$ cat src/vex_pkg.sv
// vector execute stage definitions
// word widths and the enum types shared by the two-lane execute datapath

package vex_pkg;

  // lane word and address width
  localparam int XLEN = 32;
  // vector register number width
  localparam int VREG_W = 5;

  // element width, sets the signed compare size
  typedef enum logic [1:0] {
    SEW8  = 2'd0,
    SEW16 = 2'd1,
    SEW32 = 2'd2
  } sew_t;

  // operand source
  typedef enum logic [1:0] {
    SRC_V = 2'd0,
    SRC_I = 2'd1,
    SRC_X = 2'd2
  } src_type_t;

  // element alu opcodes
  typedef enum logic [2:0] {
    VALU_ADD  = 3'd0,
    VALU_AND  = 3'd1,
    VALU_OR   = 3'd2,
    VALU_XOR  = 3'd3,
    VALU_MIN  = 3'd4,
    VALU_MINU = 3'd5,
    VALU_MAX  = 3'd6,
    VALU_MAXU = 3'd7
  } valu_op_t;

  // load/store stride kind
  typedef enum logic [1:0] {
    STRIDE_UNIT    = 2'd0,
    STRIDE_CONST   = 2'd1,
    STRIDE_SEGMENT = 2'd2
  } stride_t;

  // memory element width
  typedef enum logic [1:0] {
    LSW8  = 2'd0,
    LSW16 = 2'd1,
    LSW32 = 2'd2
  } ls_width_t;

endpackage

$ cat src/vex_operand_select.sv
// vector operand select
// steers the rs1 and rs2 operands of both lanes from vector, immediate or scalar data

`timescale 1ns/10ps

module vex_operand_select (
  input  logic                       CLK,
  input  logic                       nRST,
  input  vex_pkg::src_type_t         rs1_type,
  input  vex_pkg::src_type_t         rs2_type,
  input  logic [vex_pkg::XLEN-1:0]   vs1_lane0,
  input  logic [vex_pkg::XLEN-1:0]   vs1_lane1,
  input  logic [vex_pkg::XLEN-1:0]   vs2_lane0,
  input  logic [vex_pkg::XLEN-1:0]   vs2_lane1,
  input  logic [vex_pkg::XLEN-1:0]   imm,
  input  logic [vex_pkg::XLEN-1:0]   xs1,
  input  logic [vex_pkg::XLEN-1:0]   xs2,
  output logic [vex_pkg::XLEN-1:0]   op_a0,
  output logic [vex_pkg::XLEN-1:0]   op_a1,
  output logic [vex_pkg::XLEN-1:0]   op_b0,
  output logic [vex_pkg::XLEN-1:0]   op_b1
);

  // first operand, immediate and scalar broadcast to both lanes
  always_comb begin
    case (rs1_type)
      vex_pkg::SRC_V: begin
        op_a0 = vs1_lane0;
        op_a1 = vs1_lane1;
      end
      vex_pkg::SRC_I: begin
        op_a0 = imm;
        op_a1 = imm;
      end
      vex_pkg::SRC_X: begin
        op_a0 = xs1;
        op_a1 = xs1;
      end
      default: begin
        op_a0 = '0;
        op_a1 = '0;
      end
    endcase
  end

  // second operand
  always_comb begin
    case (rs2_type)
      vex_pkg::SRC_V: begin
        op_b0 = vs2_lane0;
        op_b1 = vs2_lane1;
      end
      vex_pkg::SRC_I: begin
        op_b0 = imm;
        op_b1 = imm;
      end
      vex_pkg::SRC_X: begin
        op_b0 = xs2;
        op_b1 = xs2;
      end
      default: begin
        op_b0 = '0;
        op_b1 = '0;
      end
    endcase
  end

  // decode must never hand over an unused source encoding
  a_src_type_legal: assert property (@(posedge CLK) disable iff (!nRST)
    (rs1_type inside {vex_pkg::SRC_V, vex_pkg::SRC_I, vex_pkg::SRC_X}) &&
    (rs2_type inside {vex_pkg::SRC_V, vex_pkg::SRC_I, vex_pkg::SRC_X}))
    else $error("operand source type out of range");

endmodule

$ cat src/vex_lane_alu.sv
// vector lane element alu
// add, logic ops and min/max, signed compares sized by the element width

`timescale 1ns/10ps

module vex_lane_alu (
  input  logic [vex_pkg::XLEN-1:0] op_a,
  input  logic [vex_pkg::XLEN-1:0] op_b,
  input  vex_pkg::valu_op_t        aluop,
  input  vex_pkg::sew_t            sew,
  output logic [vex_pkg::XLEN-1:0] result
);

  logic lt_s;
  logic lt_u;

  // op_b below op_a, signed over the low sew bits only
  always_comb begin
    case (sew)
      vex_pkg::SEW8: begin
        lt_s = $signed(op_b[7:0]) < $signed(op_a[7:0]);
      end
      vex_pkg::SEW16: begin
        lt_s = $signed(op_b[15:0]) < $signed(op_a[15:0]);
      end
      default: begin
        lt_s = $signed(op_b) < $signed(op_a);
      end
    endcase
  end

  // unsigned compare always spans the full word
  assign lt_u = op_b < op_a;

  // min/max hand back the whole winning word, not just the element
  always_comb begin
    case (aluop)
      vex_pkg::VALU_ADD: begin
        result = op_a + op_b;
      end
      vex_pkg::VALU_AND: begin
        result = op_a & op_b;
      end
      vex_pkg::VALU_OR: begin
        result = op_a | op_b;
      end
      vex_pkg::VALU_XOR: begin
        result = op_a ^ op_b;
      end
      vex_pkg::VALU_MIN: begin
        result = lt_s ? op_b : op_a;
      end
      vex_pkg::VALU_MINU: begin
        result = lt_u ? op_b : op_a;
      end
      vex_pkg::VALU_MAX: begin
        result = lt_s ? op_a : op_b;
      end
      vex_pkg::VALU_MAXU: begin
        result = lt_u ? op_a : op_b;
      end
      default: begin
        result = '0;
      end
    endcase
  end

endmodule

$ cat src/vex_reduce.sv
// vector cross-lane reduction
// folds lane 0 and lane 1 into one result for reduction ops, else passes lanes through

`timescale 1ns/10ps

module vex_reduce (
  input  logic [vex_pkg::XLEN-1:0] lane0,
  input  logic [vex_pkg::XLEN-1:0] lane1,
  input  vex_pkg::valu_op_t        aluop,
  input  vex_pkg::sew_t            sew,
  input  logic                     reduction_ena,
  output logic [vex_pkg::XLEN-1:0] red0,
  output logic [vex_pkg::XLEN-1:0] red1
);

  logic [vex_pkg::XLEN-1:0] fold;

  // same element op, applied across the two lanes
  vex_lane_alu u_fold_alu (
    .op_a   (lane0),
    .op_b   (lane1),
    .aluop  (aluop),
    .sew    (sew),
    .result (fold)
  );

  // reduction result lands in slot 0
  assign red0 = reduction_ena ? fold : lane0;
  // lane 1 passes through either way
  assign red1 = lane1;

endmodule

$ cat src/vex_addr_gen.sv
// vector load/store address generation
// segment base offset plus unit, constant or segment stride for both lanes

`timescale 1ns/10ps

module vex_addr_gen (
  input  logic [vex_pkg::XLEN-1:0] xs1,
  input  logic [vex_pkg::XLEN-1:0] stride_val,
  input  logic [2:0]               nf,
  input  vex_pkg::ls_width_t       ls_width,
  input  vex_pkg::stride_t         stride_type,
  output logic [vex_pkg::XLEN-1:0] addr0,
  output logic [vex_pkg::XLEN-1:0] addr1
);

  logic [1:0]               size_shift;
  logic [vex_pkg::XLEN-1:0] nf_word;
  logic [vex_pkg::XLEN-1:0] nfield_word;
  logic [vex_pkg::XLEN-1:0] base;
  logic [vex_pkg::XLEN-1:0] stride;

  // log2 of the element byte size
  always_comb begin
    case (ls_width)
      vex_pkg::LSW8: begin
        size_shift = 2'd0;
      end
      vex_pkg::LSW16: begin
        size_shift = 2'd1;
      end
      default: begin
        size_shift = 2'd2;
      end
    endcase
  end

  assign nf_word     = vex_pkg::XLEN'(nf);
  assign nfield_word = nf_word + 1'b1;

  // base skips nf fields into the segment
  assign base = xs1 + (nf_word << size_shift);

  always_comb begin
    case (stride_type)
      vex_pkg::STRIDE_CONST: begin
        stride = stride_val;
      end
      vex_pkg::STRIDE_SEGMENT: begin
        // one whole segment of nf+1 fields
        stride = nfield_word << size_shift;
      end
      default: begin
        stride = vex_pkg::XLEN'(4);
      end
    endcase
  end

  assign addr0 = base;
  assign addr1 = base + stride;

endmodule

$ cat src/vex_mem_latch.sv
// execute to memory pipeline register
// flush over stall over capture, picks addresses for loads and stores

`timescale 1ns/10ps

module vex_mem_latch (
  input  logic                       CLK,
  input  logic                       nRST,
  input  logic                       stall,
  input  logic                       flush,
  input  logic                       load_ena,
  input  logic                       store_ena,
  input  logic [vex_pkg::XLEN-1:0]   red0,
  input  logic [vex_pkg::XLEN-1:0]   red1,
  input  logic [vex_pkg::XLEN-1:0]   addr0,
  input  logic [vex_pkg::XLEN-1:0]   addr1,
  input  logic [1:0]                 wen,
  input  logic [vex_pkg::VREG_W-1:0] vd,
  output logic                       mem_load_ena,
  output logic                       mem_store_ena,
  output logic [vex_pkg::XLEN-1:0]   mem_result0,
  output logic [vex_pkg::XLEN-1:0]   mem_result1,
  output logic [1:0]                 mem_wen,
  output logic [vex_pkg::VREG_W-1:0] mem_vd
);

  logic ls;

  // memory access carries addresses in the result slots
  assign ls = load_ena | store_ena;

  always_ff @(posedge CLK or negedge nRST) begin
    if (!nRST) begin
      mem_load_ena  <= 1'b0;
      mem_store_ena <= 1'b0;
      mem_result0   <= '0;
      mem_result1   <= '0;
      mem_wen       <= '0;
      mem_vd        <= '0;
    end else if (flush) begin
      // flush wins even during a stall
      mem_load_ena  <= 1'b0;
      mem_store_ena <= 1'b0;
      mem_result0   <= '0;
      mem_result1   <= '0;
      mem_wen       <= '0;
      mem_vd        <= '0;
    end else if (!stall) begin
      mem_load_ena  <= load_ena;
      mem_store_ena <= store_ena;
      mem_result0   <= ls ? addr0 : red0;
      mem_result1   <= ls ? addr1 : red1;
      mem_wen       <= wen;
      mem_vd        <= vd;
    end
  end

  // decode issues either a load or a store, never both
  a_ls_onehot: assert property (@(posedge CLK) disable iff (!nRST)
    !(load_ena && store_ena))
    else $error("load and store enabled together");

  // a stall without flush freezes the whole memory-side view
  a_stall_hold: assert property (@(posedge CLK) disable iff (!nRST)
    (stall && !flush) |=> ($stable(mem_result0) && $stable(mem_result1) &&
                           $stable(mem_load_ena) && $stable(mem_store_ena) &&
                           $stable(mem_wen) && $stable(mem_vd)))
    else $error("latch outputs moved during stall");

endmodule

$ cat src/vex_execute_stage.sv
// two-lane vector execute stage
// operand select, lane alus, reduction and address gen feeding the memory latch

`timescale 1ns/10ps

module vex_execute_stage (
  input  logic                       CLK,
  input  logic                       nRST,
  input  logic [vex_pkg::XLEN-1:0]   vs1_lane0,
  input  logic [vex_pkg::XLEN-1:0]   vs1_lane1,
  input  logic [vex_pkg::XLEN-1:0]   vs2_lane0,
  input  logic [vex_pkg::XLEN-1:0]   vs2_lane1,
  input  logic [vex_pkg::XLEN-1:0]   imm,
  input  logic [vex_pkg::XLEN-1:0]   xs1,
  input  logic [vex_pkg::XLEN-1:0]   xs2,
  input  vex_pkg::src_type_t         rs1_type,
  input  vex_pkg::src_type_t         rs2_type,
  input  vex_pkg::sew_t              sew,
  input  vex_pkg::valu_op_t          aluop,
  input  logic                       reduction_ena,
  input  logic                       load_ena,
  input  logic                       store_ena,
  input  vex_pkg::stride_t           stride_type,
  input  logic [vex_pkg::XLEN-1:0]   stride_val,
  input  logic [2:0]                 nf,
  input  vex_pkg::ls_width_t         ls_width,
  input  logic [1:0]                 wen,
  input  logic [vex_pkg::VREG_W-1:0] vd,
  input  logic                       stall,
  input  logic                       flush,
  output logic                       mem_load_ena,
  output logic                       mem_store_ena,
  output logic [vex_pkg::XLEN-1:0]   mem_result0,
  output logic [vex_pkg::XLEN-1:0]   mem_result1,
  output logic [1:0]                 mem_wen,
  output logic [vex_pkg::VREG_W-1:0] mem_vd
);

  logic [vex_pkg::XLEN-1:0] op_a0, op_b0, op_a1, op_b1;
  logic [vex_pkg::XLEN-1:0] lane0_res, lane1_res;
  logic [vex_pkg::XLEN-1:0] red0, red1;
  logic [vex_pkg::XLEN-1:0] addr0, addr1;

  vex_operand_select u_opsel (
    .CLK (CLK), .nRST (nRST),
    .rs1_type (rs1_type), .rs2_type (rs2_type),
    .vs1_lane0 (vs1_lane0), .vs1_lane1 (vs1_lane1),
    .vs2_lane0 (vs2_lane0), .vs2_lane1 (vs2_lane1),
    .imm (imm), .xs1 (xs1), .xs2 (xs2),
    .op_a0 (op_a0), .op_a1 (op_a1), .op_b0 (op_b0), .op_b1 (op_b1)
  );

  vex_lane_alu u_lane0 (
    .op_a (op_a0), .op_b (op_b0), .aluop (aluop), .sew (sew), .result (lane0_res)
  );

  vex_lane_alu u_lane1 (
    .op_a (op_a1), .op_b (op_b1), .aluop (aluop), .sew (sew), .result (lane1_res)
  );

  vex_reduce u_reduce (
    .lane0 (lane0_res), .lane1 (lane1_res), .aluop (aluop), .sew (sew),
    .reduction_ena (reduction_ena), .red0 (red0), .red1 (red1)
  );

  vex_addr_gen u_addr (
    .xs1 (xs1), .stride_val (stride_val), .nf (nf), .ls_width (ls_width),
    .stride_type (stride_type), .addr0 (addr0), .addr1 (addr1)
  );

  vex_mem_latch u_latch (
    .CLK (CLK), .nRST (nRST), .stall (stall), .flush (flush),
    .load_ena (load_ena), .store_ena (store_ena),
    .red0 (red0), .red1 (red1), .addr0 (addr0), .addr1 (addr1),
    .wen (wen), .vd (vd),
    .mem_load_ena (mem_load_ena), .mem_store_ena (mem_store_ena),
    .mem_result0 (mem_result0), .mem_result1 (mem_result1),
    .mem_wen (mem_wen), .mem_vd (mem_vd)
  );

endmodule

$ cat config.mk
export PLATFORM = sky130hd
export DESIGN_NAME = vex_execute_stage
export DESIGN_NICKNAME = d
export VERILOG_FILES = /design/src/vex_pkg.sv /design/src/vex_operand_select.sv /design/src/vex_lane_alu.sv /design/src/vex_reduce.sv /design/src/vex_addr_gen.sv /design/src/vex_mem_latch.sv /design/src/vex_execute_stage.sv
export SDC_FILE = /design/constraint.sdc
export NUM_CORES = 1
export LEC_CHECK = 0
export ABC_AREA = 0
export BUFFER_PORTS_ARGS = -buffer_cell sky130_fd_sc_hd__buf_2
export CAP_MARGIN = 20
export CELL_PAD_IN_SITES_DETAIL_PLACEMENT = 0
export CELL_PAD_IN_SITES_GLOBAL_PLACEMENT = 1
export CORE_UTILIZATION = 44
export DETAILED_ROUTE_END_ITERATION = 12
export GPL_TIMING_DRIVEN = 0
export HOLD_SLACK_MARGIN = 0.03
export PLACE_DENSITY_LB_ADDON = 0.1
export SLEW_MARGIN = 15
export SYNTH_ARGS = -nofsm -noshare
export SYNTH_HDL_FRONTEND = slang
export SYNTH_HIERARCHICAL = 1
export SYNTH_SLANG_ARGS = --single-unit
$ cat constraint.sdc
create_clock -name CLK -period 0.8 [get_ports CLK]
set_input_delay 0.04 -clock CLK [delete_from_list [all_inputs] [get_ports CLK]]
set_output_delay 0.04 -clock CLK [all_outputs]
set_load 0.01 [all_outputs]
-- Yosys cells after proc, flatten, opt, wreduce, memory -nomap -nowiden
Cells that the tools add are included.
- bits of input ports: 286
- flip-flop bits (word level): 73
- output and inout port bits: 73
- reductions and logical operators: 5
- bitwise gates (word level): 10
- equal/unequal tests: 16
- mux-type cells: 39
- shift operators: 2
- add/subtract/negate cells: 6
- order comparisons: 12
- operators with widths (operator ; number):
    one-hot mux 32 bit (8 select lines) ; 3
    2-to-1 mux 32 bit ; 19
    one-hot mux 32 bit (3 select lines) ; 4
    less-than comparator 32 bit ; 6
    adder 32 bit ; 5
    bitwise AND 32 bit ; 3
    OR 32 bit ; 3
    XOR 32 bit ; 3
    one-hot mux 32 bit (2 select lines) ; 1
    less-than comparator 16 bit ; 3
    left shift 3 x 2 -> 32 bit ; 1
    left shift 32 x 2 -> 32 bit ; 1
    less-than comparator 8 bit ; 3
    equality test 3 bit, second input constant ; 4
    equality test 2 x 1 -> 1 bit, second input constant ; 5
    2-to-1 mux 5 bit ; 2
    zero test 2 bit ; 4
    equality test 2 bit, second input constant ; 3
    equality test 3 x 2 -> 1 bit, second input constant ; 2
    one-hot mux 1 bit (2 select lines) ; 3
    adder 3 x 1 -> 4 bit, second input constant ; 1
    2-to-1 mux 1 bit ; 4
    2-to-1 mux 2 bit ; 2
    one-hot mux 2 bit (2 select lines) ; 1
    4 further kinds ; 4

-- Logic depth before layout (Yosys ltp)
- depth in word-level cells: 14
- mapped depth: 36
- mapped depth without buffers: 29

-- Cells and area by module
Netlist, hierarchy kept.
- by module, submodules not included (module ; times used ; cells each ; area each (um^2)):
    vex_lane_alu (u_reduce.u_fold_alu) ; 1 ; 684 ; 4594.4
    vex_lane_alu (u_lane1) ; 1 ; 667 ; 4588.2
    vex_lane_alu (u_lane0) ; 1 ; 615 ; 4388.0
    vex_mem_latch ; 1 ; 398 ; 4063.9
    vex_addr_gen ; 1 ; 422 ; 2886.5
    vex_operand_select ; 1 ; 362 ; 2777.7
    vex_reduce ; 1 ; 68 ; 784.5

-- Worst setup path after synthesis
Ideal clock, no wire load.
- path type: input-to-reg
- start: in rs2_type[1]
- end: reg u_latch/mem_result0[10] (netlist name)
- data required time: 701 ps
- setup time: 99 ps
- stages on the path: 34
- slack: -6179 ps
- arrival: 6880 ps
- cells stage by stage: buf_4 > buf_4 > mux2i_1 > o21ai_0 > inv_1 > ha_1 > buf_2 > nor4_1 > and4_1 > nand2_1 > a211oi_1 > nor4_4 > a32o_1 > a311o_2 > xor2_4 > and2_4 > buf_6 > buf_6 > a221o_1 > inv_1 > ha_1 > buf_2 > nor4_4 > nand4_1 > or4b_4 > o21ai_2 > mux2i_1 > a31o_2 > buf_2 > nand2_1 > o211ai_1 > mux2_4 > or3b_1 > a311oi_1
- word-level cells in the longest chain between the ends: 14
- elaborated cells between the ends (all ways): 51
- those cells by class: add/sub (3); order compare (12); eq/ne (2); mux (24); bitwise (9); reduce/logical (1)
- RTL lines (item ; RTL line ; source):
    start: declaration ; vex_execute_stage.sv:17 ; input vex_pkg::src_type_t rs2_type,
    equality test 2 bit (tied with other cells) ; vex_operand_select.sv:48 ; case (rs2_type)
    one-hot mux 32 bit (3 select lines) * ; vex_operand_select.sv:48 ;
    via op_b0 (one bit) ; vex_execute_stage.sv:39 ; logic [vex_pkg::XLEN-1:0] op_a0, op_b0, op_a1, op_b1;
    less-than comparator 32 bit ; vex_lane_alu.sv:27 ; lt_s = $signed(op_b) < $signed(op_a);
    one-hot mux 1 bit (2 select lines) ; vex_lane_alu.sv:19 ; case (sew)
    2-to-1 mux 32 bit, on equally long branches ; vex_lane_alu.sv:57, vex_lane_alu.sv:51 ;
    one-hot mux 32 bit (8 select lines) * ; vex_lane_alu.sv:37 ; case (aluop)
    via lane0_res (one bit) ; vex_execute_stage.sv:40 ; logic [vex_pkg::XLEN-1:0] lane0_res, lane1_res;
    [2 not listed] ; -- ;
    2-to-1 mux 32 bit, on equally long branches ; vex_lane_alu.sv:57, vex_lane_alu.sv:51 ;
    one-hot mux 32 bit (8 select lines) * ; vex_lane_alu.sv:37 ;
    via u_reduce.fold (one bit) ; vex_reduce.sv:16 ; logic [vex_pkg::XLEN-1:0] fold;
    2-to-1 mux 32 bit * ; vex_reduce.sv:28 ; assign red0 = reduction_ena ? fold : lane0;
    via red0 (one bit) ; vex_execute_stage.sv:41 ; logic [vex_pkg::XLEN-1:0] red0, red1;
    2-to-1 mux 32 bit * ; vex_mem_latch.sv:51 ; mem_result0 <= ls ? addr0 : red0;
    2-to-1 mux 32 bit * ; vex_mem_latch.sv:48 ; end else if (!stall) begin
    2-to-1 mux 32 bit * ; vex_mem_latch.sv:40 ; end else if (flush) begin
    end signal: assignment ; vex_mem_latch.sv:51 ;
    end: declaration ; vex_mem_latch.sv:21 ; output logic [vex_pkg::XLEN-1:0] mem_result0,
Mark *: on every way through the listed nets, which the timed path passes. The rest lies on a longest branch. The select of a mux whose other input is x is not followed.
A chain may end at the register's enable or synchronous reset.

-- Worst setup path after layout
- start: in rs1_type[1]
- end: reg u_latch/mem_result0[28] (netlist name)
- word-level cells in the longest chain between the ends: 14
- elaborated cells between the ends (all ways): 51
- those cells by class: add/sub (3); order compare (12); eq/ne (2); mux (24); bitwise (9); reduce/logical (1)
- RTL lines (item ; RTL line ; source):
    start: declaration ; vex_execute_stage.sv:16 ; input vex_pkg::src_type_t rs1_type,
    equality test 2 bit (tied with other cells) ; vex_operand_select.sv:26 ; case (rs1_type)
    one-hot mux 32 bit (3 select lines) * ; vex_operand_select.sv:26 ;
    via op_a0 (one bit) ; vex_execute_stage.sv:39 ;
    less-than comparator 32 bit ; vex_lane_alu.sv:27 ;
    one-hot mux 1 bit (2 select lines) ; vex_lane_alu.sv:19 ;
    2-to-1 mux 32 bit, on equally long branches ; vex_lane_alu.sv:57, vex_lane_alu.sv:51 ;
    one-hot mux 32 bit (8 select lines) * ; vex_lane_alu.sv:37 ;
    via lane0_res (one bit) ; vex_execute_stage.sv:40 ;
    [2 not listed] ; -- ;
    2-to-1 mux 32 bit, on equally long branches ; vex_lane_alu.sv:57, vex_lane_alu.sv:51 ;
    one-hot mux 32 bit (8 select lines) * ; vex_lane_alu.sv:37 ;
    via u_reduce.fold (one bit) ; vex_reduce.sv:16 ;
    2-to-1 mux 32 bit * ; vex_reduce.sv:28 ;
    via red0 (one bit) ; vex_execute_stage.sv:41 ;
    2-to-1 mux 32 bit * ; vex_mem_latch.sv:51 ;
    2-to-1 mux 32 bit * ; vex_mem_latch.sv:48 ;
    2-to-1 mux 32 bit * ; vex_mem_latch.sv:40 ;
Marks and branches as above.

==> flow_metrics.py <==
metrics = {
    "global_routing": {
        "antenna_found_initial": 7,
        "grt_usage": 0.451,
        "grt.overflow.total": 0,
        "grt_pass1_wl_mm": 185,
        "grt_max_degree": 42,
        "grt_pass1_vias": 27600,
    },
    "synthesis": {
        "synth_simple_gate_area_frac": 0.193,
        "async_reset_ff_frac": 1.00,
        "synthMuxAreaShare": 0.117,
        "synthAdderAreaFrac": 0.175,
        "synth_cell_types": 104,
        "synth_xor_area_frac": 0.0473,
        "yosysSeqAreaShare": 0.0759,
        "ys_ff_latch": 73,
        "yosysTopAreaCellShare": 0.170,
        "synth_top_area_cell": "ha_1",
        "synth.most_common_cell": "ha_1",
        "ys.flop_type": "dfrtp_1",
        "synth_area_leaders": "ha_1 17%, mux2i_1 8.7%, dfrtp_1 7.6%",
        "synth_edf_count": 0,
        "synth_common_cells": "328 x ha_1, 273 x inv_1, 226 x o21ai_0, 210 x mux2i_1, 202 x nand2_1",
        "syn_nets": 3835,
        "synth_compound_area_frac": 0.282,
        "syn_area_um2": 24100,
        "syn_inst": 3216,
        "synth_top_family_by_area": "compound AO/OA/AOI/OAI gates",
        "ys_warn_count": 6,
        "syn_area_per_cell_um2": 7.49,
    },
    "routing": {
        "routedWlPerCell_um": 29.6,
        "ant_nets": 0,
        "dr.max_layer_used": "met5",
        "drc_errors": 0,
        "drt_iter0_drc": 3168,
        "wl_met1_mm": 50.0,
        "vias": 29200,
        "dr.pass1.iters": 8,
        "wl_mm": 134,
        "vias_per_cell": 6.48,
        "dr_wl_met2_mm": 57.8,
        "wl_met3_mm": 13.1,
    },
    "timing": {
        "finalCritPeriodShare": 9.21,
        "rsz0062_at_grt": "yes",
        "final_hold_viol_count": 32,
        "timing.fmax_ghz": 0.136,
        "setup_viol": 140,
        "whs_ns": -0.352,
        "worstMarginPinSlew_ns": 0.961,
        "setup_ws_ns": -6.57,
        "fin_skew_ns": 0,
        "min_period_ns": 7.37,
        "slew_violations": 0,
        "maxSlewHeadroom": 0.359,
    },
    "die": {
        "rows": 85,
        "core_area_um2": 53900,
        "die_height_um": 236,
        "design.die.area_um2": 55700,
        "initial_core_util": 0.447,
        "fp.dieW_um": 236,
        "io_pins": 359,
    },
    "cells_and_area": {
        "syn_to_final_growth_pct": 35.4,
        "layout.cells.non_filler": 4515,
        "fin_nets": 4430,
        "drive_gt1_frac": 0.343,
        "fillers": 4948,
    },
    "power": {
        "vdd_drop_max_mv": 1.11,
        "power_density_nw_per_um2": 1490,
        "p_leak_nw": 14.9,
    },
    "worst_setup_path": {
        "max_stage_delay_ns": 0.62,
        "cp-end-kind": "flip-flop",
        "rr_endpoint": "u_latch/mem_result1[2]",
        "reg2reg_slack_ns": -0.17,
        "critPathLaunchType": "input pin",
        "cp_common_cell": "buf_6",
        "cp_slowest_cell": "or4b_4",
        "reg2reg_from": "u_latch/mem_result1[2]",
        "reg2regPathDepth": 3,
        "crit_type": "input pin to flip-flop",
        "crit_arrival_ns": 7.61,
        "path_max_fanout": 10,
        "crit_required_ns": 1.04,
    },
    "cts": {
        "ctsHoldBuffers": 7,
        "cts_buffer_depth": 2,
        "cts.htree.levels": 3,
        "cts.clk_slew.worst_paths_ns": 0.06,
        "clock_latency_ns": 0.34,
        "cts_tree": "yes",
        "cts_buffers": 9,
        "root_buffer": "clkbuf_16",
        "clock-sinks": 73,
    },
    "place": {
        "dp.cells": 4262,
        "gp_routability_congestion": 1.01,
        "io_buffer_count": 348,
        "dpl.hpwl_mm": 106,
        "dp_slack_ns": -8.40,
    },
    "flow_run": {
        "maxCapViolCount": 0,
    },
    "outcome": {
        "failed_checks": "negative hold slack, negative setup slack",
        "status": "complete, but fails checks",
    },
    "worst_hold_path": {
        "hold_class": "input pin to asynchronous set/reset pin",
    },
}
==> final cells by class <==
| type | instances | area (µm²) | area share |
|---|---|---|---|
| tap | 696 | 871 | 0.0267 |
| clock inverter | 6 | 65.1 | 0.00200 |
| timing repair buffer | 607 | 4110 | 0.126 |
| buffer | 248 | 1890 | 0.0579 |
| sequential | 73 | 1830 | 0.0560 |
| clock buffer | 10 | 229 | 0.00702 |
| antenna | 3 | 7.51 | 0.000230 |
| multi-input combinational | 2587 | 22500 | 0.691 |
| inverter | 285 | 1070 | 0.0329 |
==> placed cells by master, fill, tap and decap left out, types with 32 or more instances in the layout <==
master	count
a21o_1	49
a21oi_1	154
a221o_1	35
a22oi_1	59
a311oi_1	38
buf_2	340
buf_4	250
buf_6	85
clkbuf_1	90
dfrtp_1	73
ha_1	274
ha_4	37
inv_1	243
inv_2	38
mux2_4	35
mux2i_1	181
nand2_1	197
nand3_1	32
nand3b_1	68
nor2_1	161
nor2b_1	97
o21ai_0	174
o21ai_1	55
o21ai_2	87
o21ai_4	44
o22ai_1	38
or3b_1	47
xnor2_1	82
==> worst max-delay path: cells and delay by family <==
kind                     cells  cell delay, ns
AO/OA/AOI/OAI                9            2.16
XOR/XNOR                     1            0.18
adder cells (fa/ha/maj)      2            0.48
buffers and inverters       10            1.46
multiplexers                 2            0.52
AND/OR/NAND/NOR             10            2.76
==> layer usage <==
layer / track usage / up-vias
met5: 0 / -
met4: 0.369 / 4
met3: 0.0854 / 501
met2: 0.706 / 1932
met1: 0.538 / 14000
li1: - / 12800
==> worst max-delay path by stage <==
stage,startpoint,to,cells past startpoint
6_report,rs1_type[1],u_latch/mem_result0[28],34
5_1_grt,rs1_type[1],u_latch/mem_result0[30],34
4_1_cts,rs1_type[1],u_latch/mem_result0[28],34
3_5_place_dp,rs1_type[1],u_latch/mem_result0[28],32
3_3_place_gp,rs2_type[1],u_latch/mem_result0[27],31
2_1_floorplan,rs1_type[1],u_latch/mem_result0[24],36
==> registers in the layout (all words and copies together) (netlist names) <==
name                   flops
u_latch/mem_wen            2
u_latch/mem_store_ena      1
u_latch/mem_result0       32
u_latch/mem_load_ena       1
u_latch/mem_vd             5
u_latch/mem_result1       32
==> power breakdown <==
part | switching [mW] | leakage [nW] | internal, mW
combinational | 23.2 | 13.8 | 17.1
clock | 1.70 | 0.143 | 2.43
sequential | 0.296 | 0.954 | 4.00
==> cells by family after synthesis <==
| kind of cell | Yosys count |
|---|---|
| adders and majority gates | 333 |
| AOI/OAI and AO/OA | 1036 |
| other | 1 |
| and+or+nand+nor | 834 |
| xor gates and xnor gates | 127 |
| DFF | 73 |
| muxes | 256 |
| buffers and inverters | 556 |
==> stage by stage <==
stage | power (mW) | utilization | instance area (µm²) | hold slack (ns) | TNS (ns)
after global routing | 50.6 | 0.605 | 32600 | -0.327 | -347.25
after floorplan | 25.3 | - | 24600 | -0.256 | -295.37
after detailed placement | 35.1 | 0.506 | 27300 | 0.0197 | -429.65
final | 48.7 | 0.605 | 32600 | -0.352 | -339.05
after global placement | 34.6 | 0.505 | 27200 | 0.285 | -477.66
after CTS | 43.7 | 0.565 | 30500 | -0.344 | -331.76
==> what timing repair did <==
item                                    in CTS  in global routing
gates cloned                                 5                  2
resized for setup                          390                313
buffers inserted                           141                101
endpoints found under the setup margin     146                140
endpoints found under the hold margin       39                 32
pin swaps                                   81                114
Note: power is estimated with default switching activity, not from simulation.
